$ cat src/verilog/acq_pkg.sv
package acq_pkg;

    // Number of independent sample sources feeding the front end
    localparam int N_CHANNELS = 6;

    // Field widths of one stream beat
    localparam int DATA_WIDTH = 32;
    localparam int DEST_WIDTH = 16;
    localparam int USER_WIDTH = 16;

    // The selector is a full byte, wider than the channel count needs
    localparam int SELECT_WIDTH = 8;

    // All ones selects no channel at all, every source stalls
    localparam logic [SELECT_WIDTH-1:0] SELECT_NONE = '1;

    // Output FIFO geometry
    localparam int FIFO_DEPTH = 8;
    localparam int FIFO_PTR_WIDTH = $clog2(FIFO_DEPTH);
    // One extra bit so the count can hold the full value
    localparam int FIFO_COUNT_WIDTH = $clog2(FIFO_DEPTH + 1);

    // One beat of a stream, valid and ready travel beside it
    // Width is 32 + 16 + 16 + 1 = 65 bits
    typedef struct packed {
        // Sample payload
        logic [DATA_WIDTH-1:0] data;
        // Destination field, passed through untouched
        logic [DEST_WIDTH-1:0] dest;
        // User tag, passed through untouched
        logic [USER_WIDTH-1:0] user;
        // Marks the final beat of a packet
        logic                  last;
    } stream_beat_t;

endpackage

$ cat src/verilog/acq_top.sv
module acq_top import acq_pkg::*; (
    input  logic                    clock,
    input  logic                    rst_n,
    input  logic [SELECT_WIDTH-1:0] selector,
    input  stream_beat_t            in_beat [N_CHANNELS],
    input  logic [N_CHANNELS-1:0]   in_valid,
    output logic [N_CHANNELS-1:0]   in_ready,
    output stream_beat_t            out_beat,
    output logic                    out_valid,
    input  logic                    out_ready
);

    // Buffered channel streams, one per source
    stream_beat_t          buf_beat [N_CHANNELS];
    logic [N_CHANNELS-1:0] buf_valid;
    logic [N_CHANNELS-1:0] buf_ready;

    // Selected stream heading into the output FIFO
    stream_beat_t sel_beat;
    logic         sel_valid;
    logic         sel_ready;

    // Channel select as actually applied, only moves between packets
    logic [SELECT_WIDTH-1:0] active_sel;

    // Each source gets its own buffer
    // Sources that are not selected can keep pushing until their buffer fills
    for (genvar ch = 0; ch < N_CHANNELS; ch++) begin : g_channel
        channel_buffer u_buffer (
            .clock     (clock),
            .rst_n     (rst_n),
            .in_beat   (in_beat[ch]),
            .in_valid  (in_valid[ch]),
            .in_ready  (in_ready[ch]),
            .out_beat  (buf_beat[ch]),
            .out_valid (buf_valid[ch]),
            .out_ready (buf_ready[ch])
        );
    end

    // Guard watches the selector output, that is where packets are counted
    selector_guard u_guard (
        .clock      (clock),
        .rst_n      (rst_n),
        .selector   (selector),
        .beat_valid (sel_valid),
        .beat_ready (sel_ready),
        .beat_last  (sel_beat.last),
        .active_sel (active_sel)
    );

    // Purely combinational, adds no latency
    channel_selector u_selector (
        .active_sel (active_sel),
        .in_beat    (buf_beat),
        .in_valid   (buf_valid),
        .in_ready   (buf_ready),
        .out_beat   (sel_beat),
        .out_valid  (sel_valid),
        .out_ready  (sel_ready)
    );

    // Output FIFO soaks up downstream stalls before they reach the buffers
    stream_fifo u_fifo (
        .clock     (clock),
        .rst_n     (rst_n),
        .in_beat   (sel_beat),
        .in_valid  (sel_valid),
        .in_ready  (sel_ready),
        .out_beat  (out_beat),
        .out_valid (out_valid),
        .out_ready (out_ready)
    );

endmodule

$ cat src/verilog/channel_buffer.sv
module channel_buffer import acq_pkg::*; (
    input  logic         clock,
    input  logic         rst_n,
    input  stream_beat_t in_beat,
    input  logic         in_valid,
    output logic         in_ready,
    output stream_beat_t out_beat,
    output logic         out_valid,
    input  logic         out_ready
);

    // Main register drives the output directly
    stream_beat_t main_beat;
    logic         main_valid;

    // Skid register catches the beat accepted while the main entry stalls
    stream_beat_t skid_beat;
    logic         skid_valid;

    logic in_xfer;
    logic out_xfer;

    // Ready depends only on local state, never on out_ready
    // This keeps the source off the combinational path through the shared mux
    assign in_ready  = !skid_valid;
    assign in_xfer   = in_valid & in_ready;

    assign out_valid = main_valid;
    assign out_beat  = main_beat;
    assign out_xfer  = main_valid & out_ready;

    // Occupancy flags
    always_ff @(posedge clock or negedge rst_n) begin
        if (!rst_n) begin
            main_valid <= 1'b0;
            skid_valid <= 1'b0;
        end else begin
            if (!main_valid || out_xfer) begin
                // Main entry is free or drains this cycle
                // A skidded beat is older than anything at the input, so it goes first
                if (skid_valid) begin
                    main_valid <= 1'b1;
                    skid_valid <= 1'b0;
                end else begin
                    main_valid <= in_xfer;
                end
            end else if (in_xfer) begin
                // Main entry is stuck, park the new beat in the skid slot
                skid_valid <= 1'b1;
            end
        end
    end

    // Payload registers follow the same decisions as the flags above
    always_ff @(posedge clock) begin
        if (!main_valid || out_xfer) begin
            if (skid_valid) begin
                main_beat <= skid_beat;
            end else if (in_xfer) begin
                main_beat <= in_beat;
            end
        end else if (in_xfer) begin
            skid_beat <= in_beat;
        end
    end

endmodule

$ cat src/verilog/channel_selector.sv
module channel_selector import acq_pkg::*; (
    input  logic [SELECT_WIDTH-1:0] active_sel,
    input  stream_beat_t            in_beat [N_CHANNELS],
    input  logic [N_CHANNELS-1:0]   in_valid,
    output logic [N_CHANNELS-1:0]   in_ready,
    output stream_beat_t            out_beat,
    output logic                    out_valid,
    input  logic                    out_ready
);

    // One-hot view of the active select
    // Stays all zero when the select is out of range
    logic [N_CHANNELS-1:0] grant;

    always_comb begin
        grant = '0;
        for (int i = 0; i < N_CHANNELS; i++) begin
            if (active_sel == SELECT_WIDTH'(i)) begin
                grant[i] = 1'b1;
            end
        end
    end

    // Only the granted channel sees the downstream ready
    // The others hold their beats in their own buffers
    assign in_ready = grant & {N_CHANNELS{out_ready}};

    // With no grant the output is simply never valid
    assign out_valid = |(grant & in_valid);

    // Payload mux, an AND-OR over the channels
    // At most one grant bit is set, so the OR picks exactly one beat
    always_comb begin
        out_beat = '0;
        for (int i = 0; i < N_CHANNELS; i++) begin
            if (grant[i]) begin
                out_beat = out_beat | in_beat[i];
            end
        end
    end

endmodule

$ cat src/verilog/selector_guard.sv
module selector_guard import acq_pkg::*; (
    input  logic                    clock,
    input  logic                    rst_n,
    input  logic [SELECT_WIDTH-1:0] selector,
    input  logic                    beat_valid,
    input  logic                    beat_ready,
    input  logic                    beat_last,
    output logic [SELECT_WIDTH-1:0] active_sel
);

    // Handshake seen at the output of the channel selector
    logic beat_xfer;

    // High between a transfer without last and the transfer with last
    logic packet_open;
    logic packet_open_next;

    // Selector may be loaded at this edge
    logic switch_ok;

    assign beat_xfer = beat_valid & beat_ready;

    // Packet state after the current edge
    // A beat without last opens (or keeps open) a packet, a last beat closes it
    always_comb begin
        packet_open_next = packet_open;
        if (beat_xfer) begin
            packet_open_next = !beat_last;
        end
    end

    // Looking at the next state covers two corner cases
    // A first beat moving this cycle blocks the load, a last beat moving allows it
    assign switch_ok = !packet_open_next;

    always_ff @(posedge clock or negedge rst_n) begin
        if (!rst_n) begin
            packet_open <= 1'b0;
            // Nothing passes until a channel is explicitly chosen
            active_sel  <= SELECT_NONE;
        end else begin
            packet_open <= packet_open_next;
            if (switch_ok) begin
                active_sel <= selector;
            end
        end
    end

endmodule

$ cat src/verilog/stream_fifo.sv
module stream_fifo import acq_pkg::*; (
    input  logic         clock,
    input  logic         rst_n,
    input  stream_beat_t in_beat,
    input  logic         in_valid,
    output logic         in_ready,
    output stream_beat_t out_beat,
    output logic         out_valid,
    input  logic         out_ready
);

    // Beat storage, a circular buffer
    stream_beat_t mem [FIFO_DEPTH];

    logic [FIFO_PTR_WIDTH-1:0]   wr_ptr;
    logic [FIFO_PTR_WIDTH-1:0]   rd_ptr;
    logic [FIFO_COUNT_WIDTH-1:0] count;

    logic full;
    logic empty;
    logic wr_en;
    logic rd_en;

    // Status flags come straight from the registered count
    assign full  = (count == FIFO_COUNT_WIDTH'(FIFO_DEPTH));
    assign empty = (count == '0);

    // A full FIFO refuses writes even when a read happens in the same cycle
    assign in_ready  = !full;
    assign out_valid = !empty;
    assign out_beat  = mem[rd_ptr];

    assign wr_en = in_valid & in_ready;
    assign rd_en = out_valid & out_ready;

    // Pointers and count
    always_ff @(posedge clock or negedge rst_n) begin
        if (!rst_n) begin
            wr_ptr <= '0;
            rd_ptr <= '0;
            count  <= '0;
        end else begin
            if (wr_en) begin
                // Explicit wrap, so a depth that is not a power of two still works
                if (wr_ptr == FIFO_PTR_WIDTH'(FIFO_DEPTH - 1)) begin
                    wr_ptr <= '0;
                end else begin
                    wr_ptr <= wr_ptr + 1'b1;
                end
            end
            if (rd_en) begin
                if (rd_ptr == FIFO_PTR_WIDTH'(FIFO_DEPTH - 1)) begin
                    rd_ptr <= '0;
                end else begin
                    rd_ptr <= rd_ptr + 1'b1;
                end
            end
            // Simultaneous read and write leave the count unchanged
            case ({wr_en, rd_en})
                2'b10:   count <= count + 1'b1;
                2'b01:   count <= count - 1'b1;
                default: count <= count;
            endcase
        end
    end

    // Storage write, the new beat is visible at the output next cycle
    always_ff @(posedge clock) begin
        if (wr_en) begin
            mem[wr_ptr] <= in_beat;
        end
    end

endmodule
$ cat config.mk
export PLATFORM = sky130hd
export DESIGN_NAME = acq_top
export DESIGN_NICKNAME = d
export VERILOG_FILES = /design/src/verilog/acq_pkg.sv /design/src/verilog/acq_top.sv /design/src/verilog/channel_buffer.sv /design/src/verilog/channel_selector.sv /design/src/verilog/selector_guard.sv /design/src/verilog/stream_fifo.sv
export SDC_FILE = /design/constraint.sdc
export NUM_CORES = 1
export LEC_CHECK = 0
export ABC_AREA = 1
export BUFFER_PORTS_ARGS = -buffer_cell sky130_fd_sc_hd__buf_2
export CORE_ASPECT_RATIO = 1.2
export CORE_MARGIN = 2
export CORE_UTILIZATION = 53
export CTS_BUF_LIST = sky130_fd_sc_hd__clkbuf_16
export CTS_CLUSTER_SIZE = 25
export DETAILED_ROUTE_END_ITERATION = 10
export GPL_TIMING_DRIVEN = 0
export PLACE_DENSITY_LB_ADDON = 0.1
export SLEW_MARGIN = 40
export SYNTH_ARGS = -nofsm -noshare
export SYNTH_HDL_FRONTEND = slang
export SYNTH_SLANG_ARGS = --single-unit
$ cat constraint.sdc
create_clock -name clock -period 4.1 [get_ports clock]
set_input_delay 0.82 -clock clock [delete_from_list [all_inputs] [get_ports clock]]
set_output_delay 0.82 -clock clock [all_outputs]
set_load 0.02 [all_outputs]
# Word level (Yosys, flattened, before mapping)
# Memories as Yosys holds them, arrays and structs flattened.
# Index checks and enable logic that the tools add are counted.
[op_classes]
muxes = 48
n_reduce_logical = 49
n_eq_ne = 10
bitwise = 27
n_addsub = 4
[op_table]
columns = ["operator", "count"]
rows = [
  ["65-bit two-way mux", 18],
  ["65-bit OR", 5],
  ["1-bit two-way mux", 27],
  ["2-bit nonzero test", 13],
  ["2-bit AND reduction", 12],
  ["8-bit by 2-bit == test with 1-bit output, second input constant", 2],
  ["8-bit by 3-bit == test with 1-bit output, second input constant", 2],
  ["1-bit zero test", 15],
  ["1-bit bitwise AND", 14],
  ["6-bit bitwise AND", 2],
  ["8-bit by 1-bit == test with 1-bit output, second input constant", 1],
  ["8-bit zero test", 1],
  ["4-bit case mux with 2 select lines", 1],
  ["3-bit by 1-bit adder with 3-bit output, second input constant", 2],
  ["3-bit == test, second input constant", 2],
  ["1-bit logical OR", 6],
  ["3-bit two-way mux", 2],
  ["1-bit NOT", 6],
  ["6-bit OR reduction", 1],
  ["4-bit by 1-bit adder with 4-bit output, second input constant", 1],
  ["4-bit == test, second input constant", 1],
  ["4-bit zero test", 1],
  ["4-bit by 1-bit subtractor with 4-bit output, second input constant", 1],
  ["2-bit by 1-bit == test with 1-bit output, second input constant", 1],
  ["2-bit == test, second input constant", 1],
]
[word_totals]
word_cells = 204
ff_bits = 811
n_memories = 1
in_bits = 407
ramBits = 520
output_inout_bits = 72
[memory_table]
columns = ["name", "depth", "width", "read_ports", "rd_clocked_by_memory_dff", "write_ports", "line", "source"]
rows = [
  ["u_fifo.mem", 8, 65, 1, 0, 1, "stream_fifo.sv:13", "stream_beat_t mem [FIFO_DEPTH];"],
]

# Depth between registers and ports, before layout
# Gate-level depths: netlist of run 1.
[logic_depth]
word_depth = 15
mapped_depth = 16
depth_no_buf = 15

# By module
# Synthesis of run 1 repeated with hierarchy kept, for this count alone.
[unflattened]
hier_cells = 5387
hier_area_um2 = 56320.3
[modules_own_cells]
columns = ["mod", "cells_each", "seq_area_each_um2", "instances", "area_per_inst_um2"]
rows = [
  ["channel_buffer", 352, 3953.8, 6, 4814.6],
  ["stream_fifo", 2334, 15865.2, 1, 23009.6],
  ["channel_selector", 900, 0.0, 1, 4040.1],
  ["selector_guard", 41, 235.2, 1, 382.9],
]

# Least setup slack after synthesis of run 1
# No wires, ideal clock.
[synth_path]
path_kind = "reg2reg"
from = "reg u_guard.active_sel[0]"
to = "mem u_fifo.mem[0][0] (netlist name), enable pin"
arrival_ps = 4057
stages_incl_launch_ff = 11
t_required_ps = 3611
path_slack_ps = -446
setup_ps = 489
path_cell_list = "dfstp_2 > nand2_1 > nor2_1 > nand3_1 > nand2_1 > nor2_2 > nand2_4 > nand2_8 > inv_6 > nand2_4 > nor2_1"
[synth_via]
elab_chain_cells = 7
word_cells_on_any_way = 17
classes_between = "eq/ne (5); mux (8); bitwise (2); reduce/logical (2)"
[synth_lines]
columns = ["item", "line", "source"]
rows = [
  ["start: declaration", "selector_guard.sv:8", "output logic [SELECT_WIDTH-1:0] active_sel"],
  ["start signal: assignment", "selector_guard.sv:44", "active_sel <= selector;"],
  ["8-bit by 1-bit == test with 1-bit output (tied with other cells)", "channel_selector.sv:18", "if (active_sel == SELECT_WIDTH'(i)) begin"],
  ["1-bit two-way mux", "channel_selector.sv:18", ""],
  ["6-bit bitwise AND *", "channel_selector.sv:29", "assign out_valid = |(grant & in_valid);"],
  ["6-bit OR reduction *", "channel_selector.sv:29", ""],
  ["1-bit bitwise AND *", "stream_fifo.sv:33", "assign wr_en = in_valid & in_ready;"],
  ["1-bit two-way mux *", "stream_fifo.sv:69", "if (wr_en) begin"],
  ["1-bit two-way mux (not written as such) *", "stream_fifo.sv:70", "mem[wr_ptr] <= in_beat;"],
  ["end: declaration", "stream_fifo.sv:13", ""],
]
# Mark *: on every way between the ends. The rest lies on a longest branch, timed or not.

==> reports/summary.txt, run 1 <==
DIE
--------------------------------------------------------------------------------------------------------
Initial cell density of the core                                                                   0.533
I/O pin total                                                                                        479
Die Y                                                                                             348 um
Number of standard-cell rows in the floorplan                                                        126
Horizontal extent of the die                                                                      291 um
Area of the die                                                                             101,000 um^2
Core outline area                                                                            98,100 um^2

CLOCKING
--------------------------------------------------------------------------------------------------------
Post-CTS Setup Bufs                                                                                    0
Hold-fix buffers at CTS                                                                                0
Post-CTS clock slew at the launch and capture registers of the worst setup and hold paths        0.06 ns
Skew-Pair Late Insertion Delay                                                                   0.72 ns
Number of buffers on the longest clock path                                                            3
Root Buffer Master                                                                             clkbuf_16
H-tree depth                                                                                           4
Clock tree from TritonCTS                                                                          built
TritonCTS Sinks                                                                                    1,331
CTS Buf Count                                                                                        131

SYNTH
--------------------------------------------------------------------------------------------------------
Area fraction of the dominant cell type after synthesis                                            0.747
Yosys top cell by area                                                                          edfxtp_1
YS warnings                                                                                            0
Dominant cells by area after synthesis                                                      edfxtp_1 (75%), nand2_1 (11%), nor2_1 (3.6%)
Seq/Total Area, Yosys                                                                              0.762
Total nets after synthesis                                                                         4,659
Yosys cell types                                                                                      34
Share of the synthesized area in compound gates (AO/OA/AOI/OAI)                                   0.0559
Avg Inst Size Synth                                                                            12.3 um^2
Synth Area in Adders                                                                             0.00168
Dominant combinational cell family by area after synthesis                                  simple AND/OR/NAND/NOR gates
Flip-flop and latch count after synthesis                                                          1,331
Simple-gate share of the synthesized area                                                          0.156
Area of the mapped netlist                                                                   52,300 um^2
Gate count of the mapped netlist                                                                   4,245
Proportion of synthesized area in mux cells                                                            0
Synth Area in XOR/XNOR                                                                          0.000670

ROUTING
--------------------------------------------------------------------------------------------------------
Count of nets left with antenna violations after detail routing                                        0
Post-detailed-route via-to-cell ratio                                                               5.57
Remaining DRCs                                                                                         0
Violation count after the first detailed-route iteration                                           3,716
Via Count                                                                                          35.4k
Overall routed net length                                                                         155 mm
DR pass1 iterations                                                                                    6
WL per Instance                                                                                  24.4 um

POWER AND IR DROP
--------------------------------------------------------------------------------------------------------
Total power per unit cell area                                                               576 nW/um^2
Design internal power                                                                            24.6 mW
Combinational share of power                                                                       0.235
Share of power burned in registers                                                                 0.446
Clock share of power                                                                               0.320
Switching power summed over all nets                                                             11.1 mW
Power after layout                                                                               35.7 mW
Highest ir drop seen on vdd                                                                     0.363 mV
Leakage power of the design                                                                      23.5 nW
Fraction of power spent switching nets                                                             0.312

WORST SETUP PATH
--------------------------------------------------------------------------------------------------------
Capture point of the worst path                                                             out_beat[58]
Cell mode on critical path                                                                      clkbuf_1
Critical Path Fanout Max                                                                              10
Crit end category                                                                           primary output
Reg-to-Reg End                                                                              u_fifo.mem[6][50]
Crit path arrival time                                                                           3.15 ns
Critical path's slowest cell                                                                    clkbuf_1
CP Launch Point                                                                             u_fifo.rd_ptr[2]
Reg-to-reg setup timing slack                                                                    0.95 ns
Sequence of cells on the critical path                                                      clkinv_1 -> clkbuf_1 -> buf_4 -> clkbuf_1 -> a31oi_1 -> buf_2
Largest stage delay on the critical path                                                         0.57 ns
Number of cells on the worst reg-to-reg path                                                          14
Worst Setup Path Type                                                                       flop to primary output
Critical path launch point type                                                                     flop
Required time of the critical path                                                               3.28 ns
Startpoint of the lowest-slack register-to-register path                                    u_guard.active_sel[0]

TIMING
--------------------------------------------------------------------------------------------------------
Count of endpoints failing hold in the final timing report                                             0
Final critical-path required period                                                              3.97 ns
Unrepaired setup endpoints after global routing                                                    false
Fin worst setup slack                                                                           0.134 ns
Slew at the pin closest to its max-slew limit                                                   0.880 ns
Finish-stage setup viols                                                                               0
Max-slew headroom at the worst pin                                                                 0.413
Final clock skew                                                                               0.0241 ns
Achievable Freq                                                                                  252 MHz
Max-slew violation total from the final report                                                         0
Final worst-path cycle share                                                                       0.967

JOB
--------------------------------------------------------------------------------------------------------
Number of maximum-capacitance violations                                                               0

PLACED DESIGN
--------------------------------------------------------------------------------------------------------
Port-buffer cells                                                                                    478
Placed instance area                                                                         58,000 um^2
Placer Congestion                                                                                  0.877
Worst setup slack after placement                                                               0.635 ns
HPWL after detailed placement                                                                     113 mm

LAYOUT
--------------------------------------------------------------------------------------------------------
Post-route cell area                                                                         62,100 um^2
Commonest non-fill, non-tap cell in the layout                                                   nand2_1
Post-layout nets                                                                                   5,347
Count of fill cells added during filler insertion                                                  7,644
Most frequent cells in the layout                                                           nand2_1 (1,510), edfxtp_1 (1,300), buf_2 (519)
Signed area change from the synthesized netlist to the final layout                                18.8%
Fraction of final layout cells with drive strength greater than 1                                  0.171

GLOBAL ROUTING
--------------------------------------------------------------------------------------------------------
Total grt overflow                                                                                     0
Pin count of the biggest net entering global routing                                                  32
Number of antenna violations at the first check in global routing                                     93
Number of global-route vias before repair                                                          34.0k
Global-route wire length before repair                                                            222 mm
Global routing usage summed across all routing layers                                              0.304

WORST HOLD PATH
--------------------------------------------------------------------------------------------------------
Type of the most critical hold path                                                         input port to async pin

OUTCOME
--------------------------------------------------------------------------------------------------------
Outcome                                                                                     complete, no violations

[registers in the layout, indices dropped and copies added (netlist names)]
| signal | count |
|---|---|
| g_channel.u_buffer.skid_valid | 6 |
| g_channel.u_buffer.out_beat | 390 |
| g_channel.u_buffer.skid_beat | 390 |
| u_fifo.count | 4 |
| u_guard.packet_open | 1 |
| u_fifo.wr_ptr | 3 |
| g_channel.u_buffer.out_valid | 6 |
| u_fifo.rd_ptr | 3 |
| u_guard.active_sel | 8 |
| u_fifo.mem | 520 |
[critical path, delay by kind of cell, from the launching register on]
family / cells / cell delay [ns]
compound gates: 1 / 0.38
flops: 1 / 0.39
buf+inv: 5 / 1.61
[stage by stage]
step	hold WS, ns	utilization	setup TNS, ns	instances
2_1_floorplan	0.462	-	-115.95	4245
3_3_place_gp	0.473	0.574	-1550.65	6003
3_5_place_dp	0.475	0.591	0	6080
4_1_cts	0.0507	0.632	0	6304
5_1_grt	0.0829	0.633	0	6323
6_report	0.0805	0.633	0	6344
[timing repair]
item                       in CTS  in global routing
pin swaps                       0                  0
setup endpoints to repair       5                  5
resized for setup               3                  2
[layout make-up]
class	instances	area, um^2	area share
flip-flops and latches	1331	39800	0.641
multi-input cells	2641	11400	0.183
repair buffers	555	3950	0.0636
clock buffers	139	3480	0.0560
well taps	1280	1600	0.0258
plain buffers	228	1080	0.0173
clock inverters	85	532	0.00856
inverters	45	181	0.00292
diodes	40	100	0.00161
[synth_stat cells]
library cell,number
clkbuf_1,136
o22ai_1,65
nand2_1,1510
xnor2_1,2
a22o_1,32
o21ai_1,11
xor2_1,2
inv_6,2
a31oi_1,65
buf_2,43
clkinv_1,1
buf_8,1
buf_1,20
nand3_1,33
nor2_2,5
inv_4,1
edfxtp_1,1300
nand2_8,1
nand2_4,5
nand2_2,5
o21a_1,1
inv_2,4
ha_1,7
buf_6,11
nor2_1,500
inv_1,37
a221oi_1,4
nand4_1,44
o21ai_0,266
dfrtp_1,23
a21oi_1,80
dfstp_2,8
buf_4,17
nand3_2,3
[layer usage]
layer | global-route usage | vias up | routed length (um)
met3 | 0.0807 | 366 | 15500
li1 | - | 16200 | -
met4 | 0.130 | 94 | 6680
met2 | 0.503 | 1660 | 75000
met1 | 0.380 | 17000 | 56900
met5 | 0 | - | 629
[kinds of logic after synthesis]
family,Yosys count
xor+xnor,4
simple gates,2106
compound gates,524
fa+ha+maj,7
flops,1331
buf+inv,273
[power by group through the flow]
stage | clock [mW] | sequential, mW | combinational [mW]
2_1_floorplan | 0 | 16.2 | 4.91
3_3_place_gp | 0 | 16.3 | 8.05
3_5_place_dp | 0 | 16.2 | 8.38
4_1_cts | 11.5 | 15.9 | 8.43
5_1_grt | 12.0 | 16.0 | 9.15
6_report | 11.4 | 15.9 | 8.40
[worst min path at each step]
| stage | start | cells after the start | end |
|---|---|---|---|
| global placement | u_guard.active_sel[7] | 2 | u_guard.active_sel[7] |
| floorplan | u_guard.active_sel[4] | 2 | u_guard.active_sel[4] |
| detailed placement | u_guard.active_sel[5] | 2 | u_guard.active_sel[5] |
| finish | rst_n | 1 | u_guard.packet_open |
| global route | rst_n | 1 | u_guard.packet_open |
| CTS | rst_n | 1 | u_guard.packet_open |
Power figures use the tool's default switching activity.
==> run 2, diff against run 1 <==
--- a/config.mk
+++ b/config.mk
@@ -5,17 +5,17 @@
 export SDC_FILE = /design/constraint.sdc
 export NUM_CORES = 1
 export LEC_CHECK = 0
-export ABC_AREA = 1
 export BUFFER_PORTS_ARGS = -buffer_cell sky130_fd_sc_hd__buf_2
 export CORE_ASPECT_RATIO = 1.2
 export CORE_MARGIN = 2
-export CORE_UTILIZATION = 53
+export CORE_UTILIZATION = 54
 export CTS_BUF_LIST = sky130_fd_sc_hd__clkbuf_16
 export CTS_CLUSTER_SIZE = 25
 export DETAILED_ROUTE_END_ITERATION = 10
 export GPL_TIMING_DRIVEN = 0
 export PLACE_DENSITY_LB_ADDON = 0.1
-export SLEW_MARGIN = 40
+export RECOVER_POWER = 100
+export SLEW_MARGIN = 20
 export SYNTH_ARGS = -nofsm -noshare
 export SYNTH_HDL_FRONTEND = slang
 export SYNTH_SLANG_ARGS = --single-unit
==> reports/summary.txt, run 2 <==
WORST SETUP PATH
--------------------------------------------------------------------------------------------------------
Crit end category                                                                           primary output
Cell mode on critical path                                                                      clkbuf_2
Reg-to-reg setup timing slack                                                                    0.17 ns
Crit path arrival time                                                                           3.18 ns
Critical Path Fanout Max                                                                              10
Worst Setup Path Type                                                                       flop to primary output
Buffers and inverters on the worst path                                                                4
Startpoint of the lowest-slack register-to-register path                                    u_guard.active_sel[1]
Largest stage delay on the critical path                                                         0.40 ns
Required time of the critical path                                                               3.28 ns
Sequence of cells on the critical path                                                      clkbuf_1 -> clkbuf_2 -> clkbuf_2 -> mux4_2 -> mux2_1 -> buf_2
Critical path launch point type                                                                     flop
Number of cells on the worst reg-to-reg path                                                          10
Critical path's slowest cell                                                                    clkbuf_2
Family of cells with the greatest summed delay on the critical path                         buffers and inverters
Reg-to-Reg End                                                                              u_fifo.mem[5][32]

DIE
--------------------------------------------------------------------------------------------------------
Number of standard-cell rows in the floorplan                                                        125
Initial cell density of the core                                                                   0.544
I/O pin total                                                                                        479
Die Y                                                                                             346 um
Area of the die                                                                             100,000 um^2
Horizontal extent of the die                                                                      289 um
Core outline area                                                                            96,800 um^2

TIMING
--------------------------------------------------------------------------------------------------------
Max-slew headroom at the worst pin                                                                -0.327
Final worst-path cycle share                                                                       0.976
Total negative slack for setup checks                                                               0 ns
Achievable Freq                                                                                  250 MHz
Fin worst setup slack                                                                          0.0995 ns
Finish-stage setup viols                                                                               0
Final critical-path required period                                                              4.00 ns
Count of endpoints failing hold in the final timing report                                             0
Final clock skew                                                                               0.0272 ns
Max-slew violation total from the final report                                                        32
Slew at the pin closest to its max-slew limit                                                    1.99 ns
Unrepaired setup endpoints after global routing                                                    false

SYNTH
--------------------------------------------------------------------------------------------------------
Top post-synthesis cells by count                                                           edfxtp_1 (1,300), mux2_2 (512), mux4_2 (169)
Most used DFF post-synth                                                                        edfxtp_1
Avg Inst Size Synth                                                                            20.4 um^2
Number of flops mapped to enable cells by yosys                                                    1,300
Area fraction of the dominant cell type after synthesis                                            0.741
Most frequent cell after synthesis                                                              edfxtp_1
Seq/Total Area, Yosys                                                                              0.756
Yosys cell types                                                                                      51
YS warnings                                                                                            0
Gate count of the mapped netlist                                                                   2,584
Yosys top cell by area                                                                          edfxtp_1
Area of the mapped netlist                                                                   52,700 um^2
Fraction of registers with async set or reset after synthesis                                     0.0233
Flip-flop and latch count after synthesis                                                          1,331
Total nets after synthesis                                                                         2,998
Dominant cells by area after synthesis                                                      edfxtp_1 (74%), mux2_2 (11%), mux4_2 (7.2%)

CLOCKING
--------------------------------------------------------------------------------------------------------
Post-CTS clock slew at the launch and capture registers of the worst setup and hold paths        0.06 ns
Hold-fix buffers at CTS                                                                                0
TritonCTS Sinks                                                                                    1,331
Post-CTS Setup Bufs                                                                                    0
Root Buffer Master                                                                             clkbuf_16
Skew-Pair Late Insertion Delay                                                                   0.73 ns
Number of buffers on the longest clock path                                                            3
CTS Buf Count                                                                                        131
Resize count post-CTS                                                                                 32
H-tree depth                                                                                           4
Clock tree from TritonCTS                                                                          built

LAYOUT
--------------------------------------------------------------------------------------------------------
Post-route core utilization                                                                        0.637
Area of the multi-input gates                                                                12,300 um^2
Number of flip-flops under the largest register name                                                 520
Most frequent cells in the layout                                                           edfxtp_1 (1,300), mux2_2 (481), clkbuf_1 (412)
Post-layout nets                                                                                   3,689
Register with the highest flop count                                                          u_fifo.mem
Fraction of final layout cells with drive strength greater than 1                                  0.342
Signed area change from the synthesized netlist to the final layout                                17.1%
Count of fill cells added during filler insertion                                                  6,889
Commonest non-fill, non-tap cell in the layout                                                  edfxtp_1
Register area                                                                                39,800 um^2
Post-route cell area                                                                         61,700 um^2

POWER AND IR DROP
--------------------------------------------------------------------------------------------------------
Highest ir drop seen on vdd                                                                     0.422 mV
Leakage power of the design                                                                      20.4 nW
Total power per unit cell area                                                               644 nW/um^2
Power after layout                                                                               39.7 mW

GLOBAL ROUTING
--------------------------------------------------------------------------------------------------------
Pin count of the biggest net entering global routing                                                  43
Global-route wire length before repair                                                            195 mm
Number of antenna violations at the first check in global routing                                     87
Number of global-route vias before repair                                                          28.7k
Global routing usage summed across all routing layers                                              0.275
Total grt overflow                                                                                     0

PLACED DESIGN
--------------------------------------------------------------------------------------------------------
Worst setup slack after placement                                                               0.176 ns
Placer Congestion                                                                                  0.862
Port-buffer cells                                                                                    478
Placed instance area                                                                         57,900 um^2
HPWL after detailed placement                                                                    99.9 mm

ROUTING
--------------------------------------------------------------------------------------------------------
Post-detailed-route via-to-cell ratio                                                               5.88
Violation count after the first detailed-route iteration                                           2,369
Count of nets left with antenna violations after detail routing                                        0
Overall routed net length                                                                         136 mm
Via Count                                                                                          27.6k
Remaining DRCs                                                                                         0
DR pass1 iterations                                                                                    7
WL per Instance                                                                                  29.1 um

WORST HOLD PATH
--------------------------------------------------------------------------------------------------------
Type of the most critical hold path                                                         input port to flop
Hold path cells                                                                                        1
Hold-critical path endpoint                                                                 g_channel[2].u_buffer.skid_beat[52]
Startpoint of the lowest-slack hold path                                                    in_beat[247]

JOB
--------------------------------------------------------------------------------------------------------
Number of maximum-capacitance violations                                                               1

OUTCOME
--------------------------------------------------------------------------------------------------------
Violations in the final reports                                                             capacitance limit, slew limit
Outcome                                                                                     finished with violations

==> run 2: worst max-delay path by stage <==
stage	start	endpoint	slack, ns	cells after the start
finish	u_fifo.rd_ptr[1]	out_beat[21]	0.1	6
global route	u_fifo.rd_ptr[1]	out_beat[47]	0.004	6
CTS	u_fifo.rd_ptr[1]	out_beat[23]	0.04	6
detailed placement	u_fifo.rd_ptr[0]	out_beat[23]	0.18	6
global placement	u_guard.active_sel[2]	u_fifo.mem[0][36]	-5.50	7
floorplan	u_guard.active_sel[2]	u_fifo.mem[0][0]	-1.40	7
==> run 2: per-stage QoR <==
stage          instances  hold slack, ns
6_report            4695           0.276
5_1_grt             4685           0.253
4_1_cts             4655           0.162
3_5_place_dp        4413           0.531
3_3_place_gp        4332           0.529
2_1_floorplan       2584           0.521
==> run 2: cells by family (layout without fill, tap and decap cells) <==
| logic type | after synthesis | after routing | share of synthesized area |
|---|---|---|---|
| adders and majority gates | 7 | 7 | 0.00166 |
| AOI/OAI and AO/OA | 121 | 121 | 0.0173 |
| DFF | 1331 | 1331 | 0.756 |
| other | 0 | 40 | 0 |
| and+or+nand+nor | 242 | 242 | 0.0226 |
| buffers and inverters | 169 | 970 | 0.0136 |
| xor gates and xnor gates | 4 | 4 | 0.000665 |
| muxes | 710 | 710 | 0.188 |
==> run 2: layout make-up <==
| type | instances | share of cell area |
|---|---|---|
| diodes | 40 | 0.00162 |
| clock inverters | 106 | 0.0152 |
| inverters | 20 | 0.00122 |
| plain buffers | 148 | 0.0111 |
| flip-flops and latches | 1331 | 0.646 |
| well taps | 1270 | 0.0258 |
| clock buffers | 137 | 0.0556 |
| repair buffers | 559 | 0.0449 |
| multi-input cells | 1084 | 0.199 |
==> run 2: report_power, final <==
group          total, mW  internal (mW)  switching (mW)
Combinational       10.7           4.24            6.51
Clock               12.1           7.03            5.08
Sequential          16.9           16.5           0.315
Total               39.7           27.8            11.9
==> run 2: per-layer routing <==
layer  vias up  track usage  part of all wire
li1      11900            -                 -
met1     14300        0.358              0.39
met2      1043        0.446              0.50
met3       308       0.0754             0.079
met4        90       0.0994             0.032
met5         -            0            0.0039
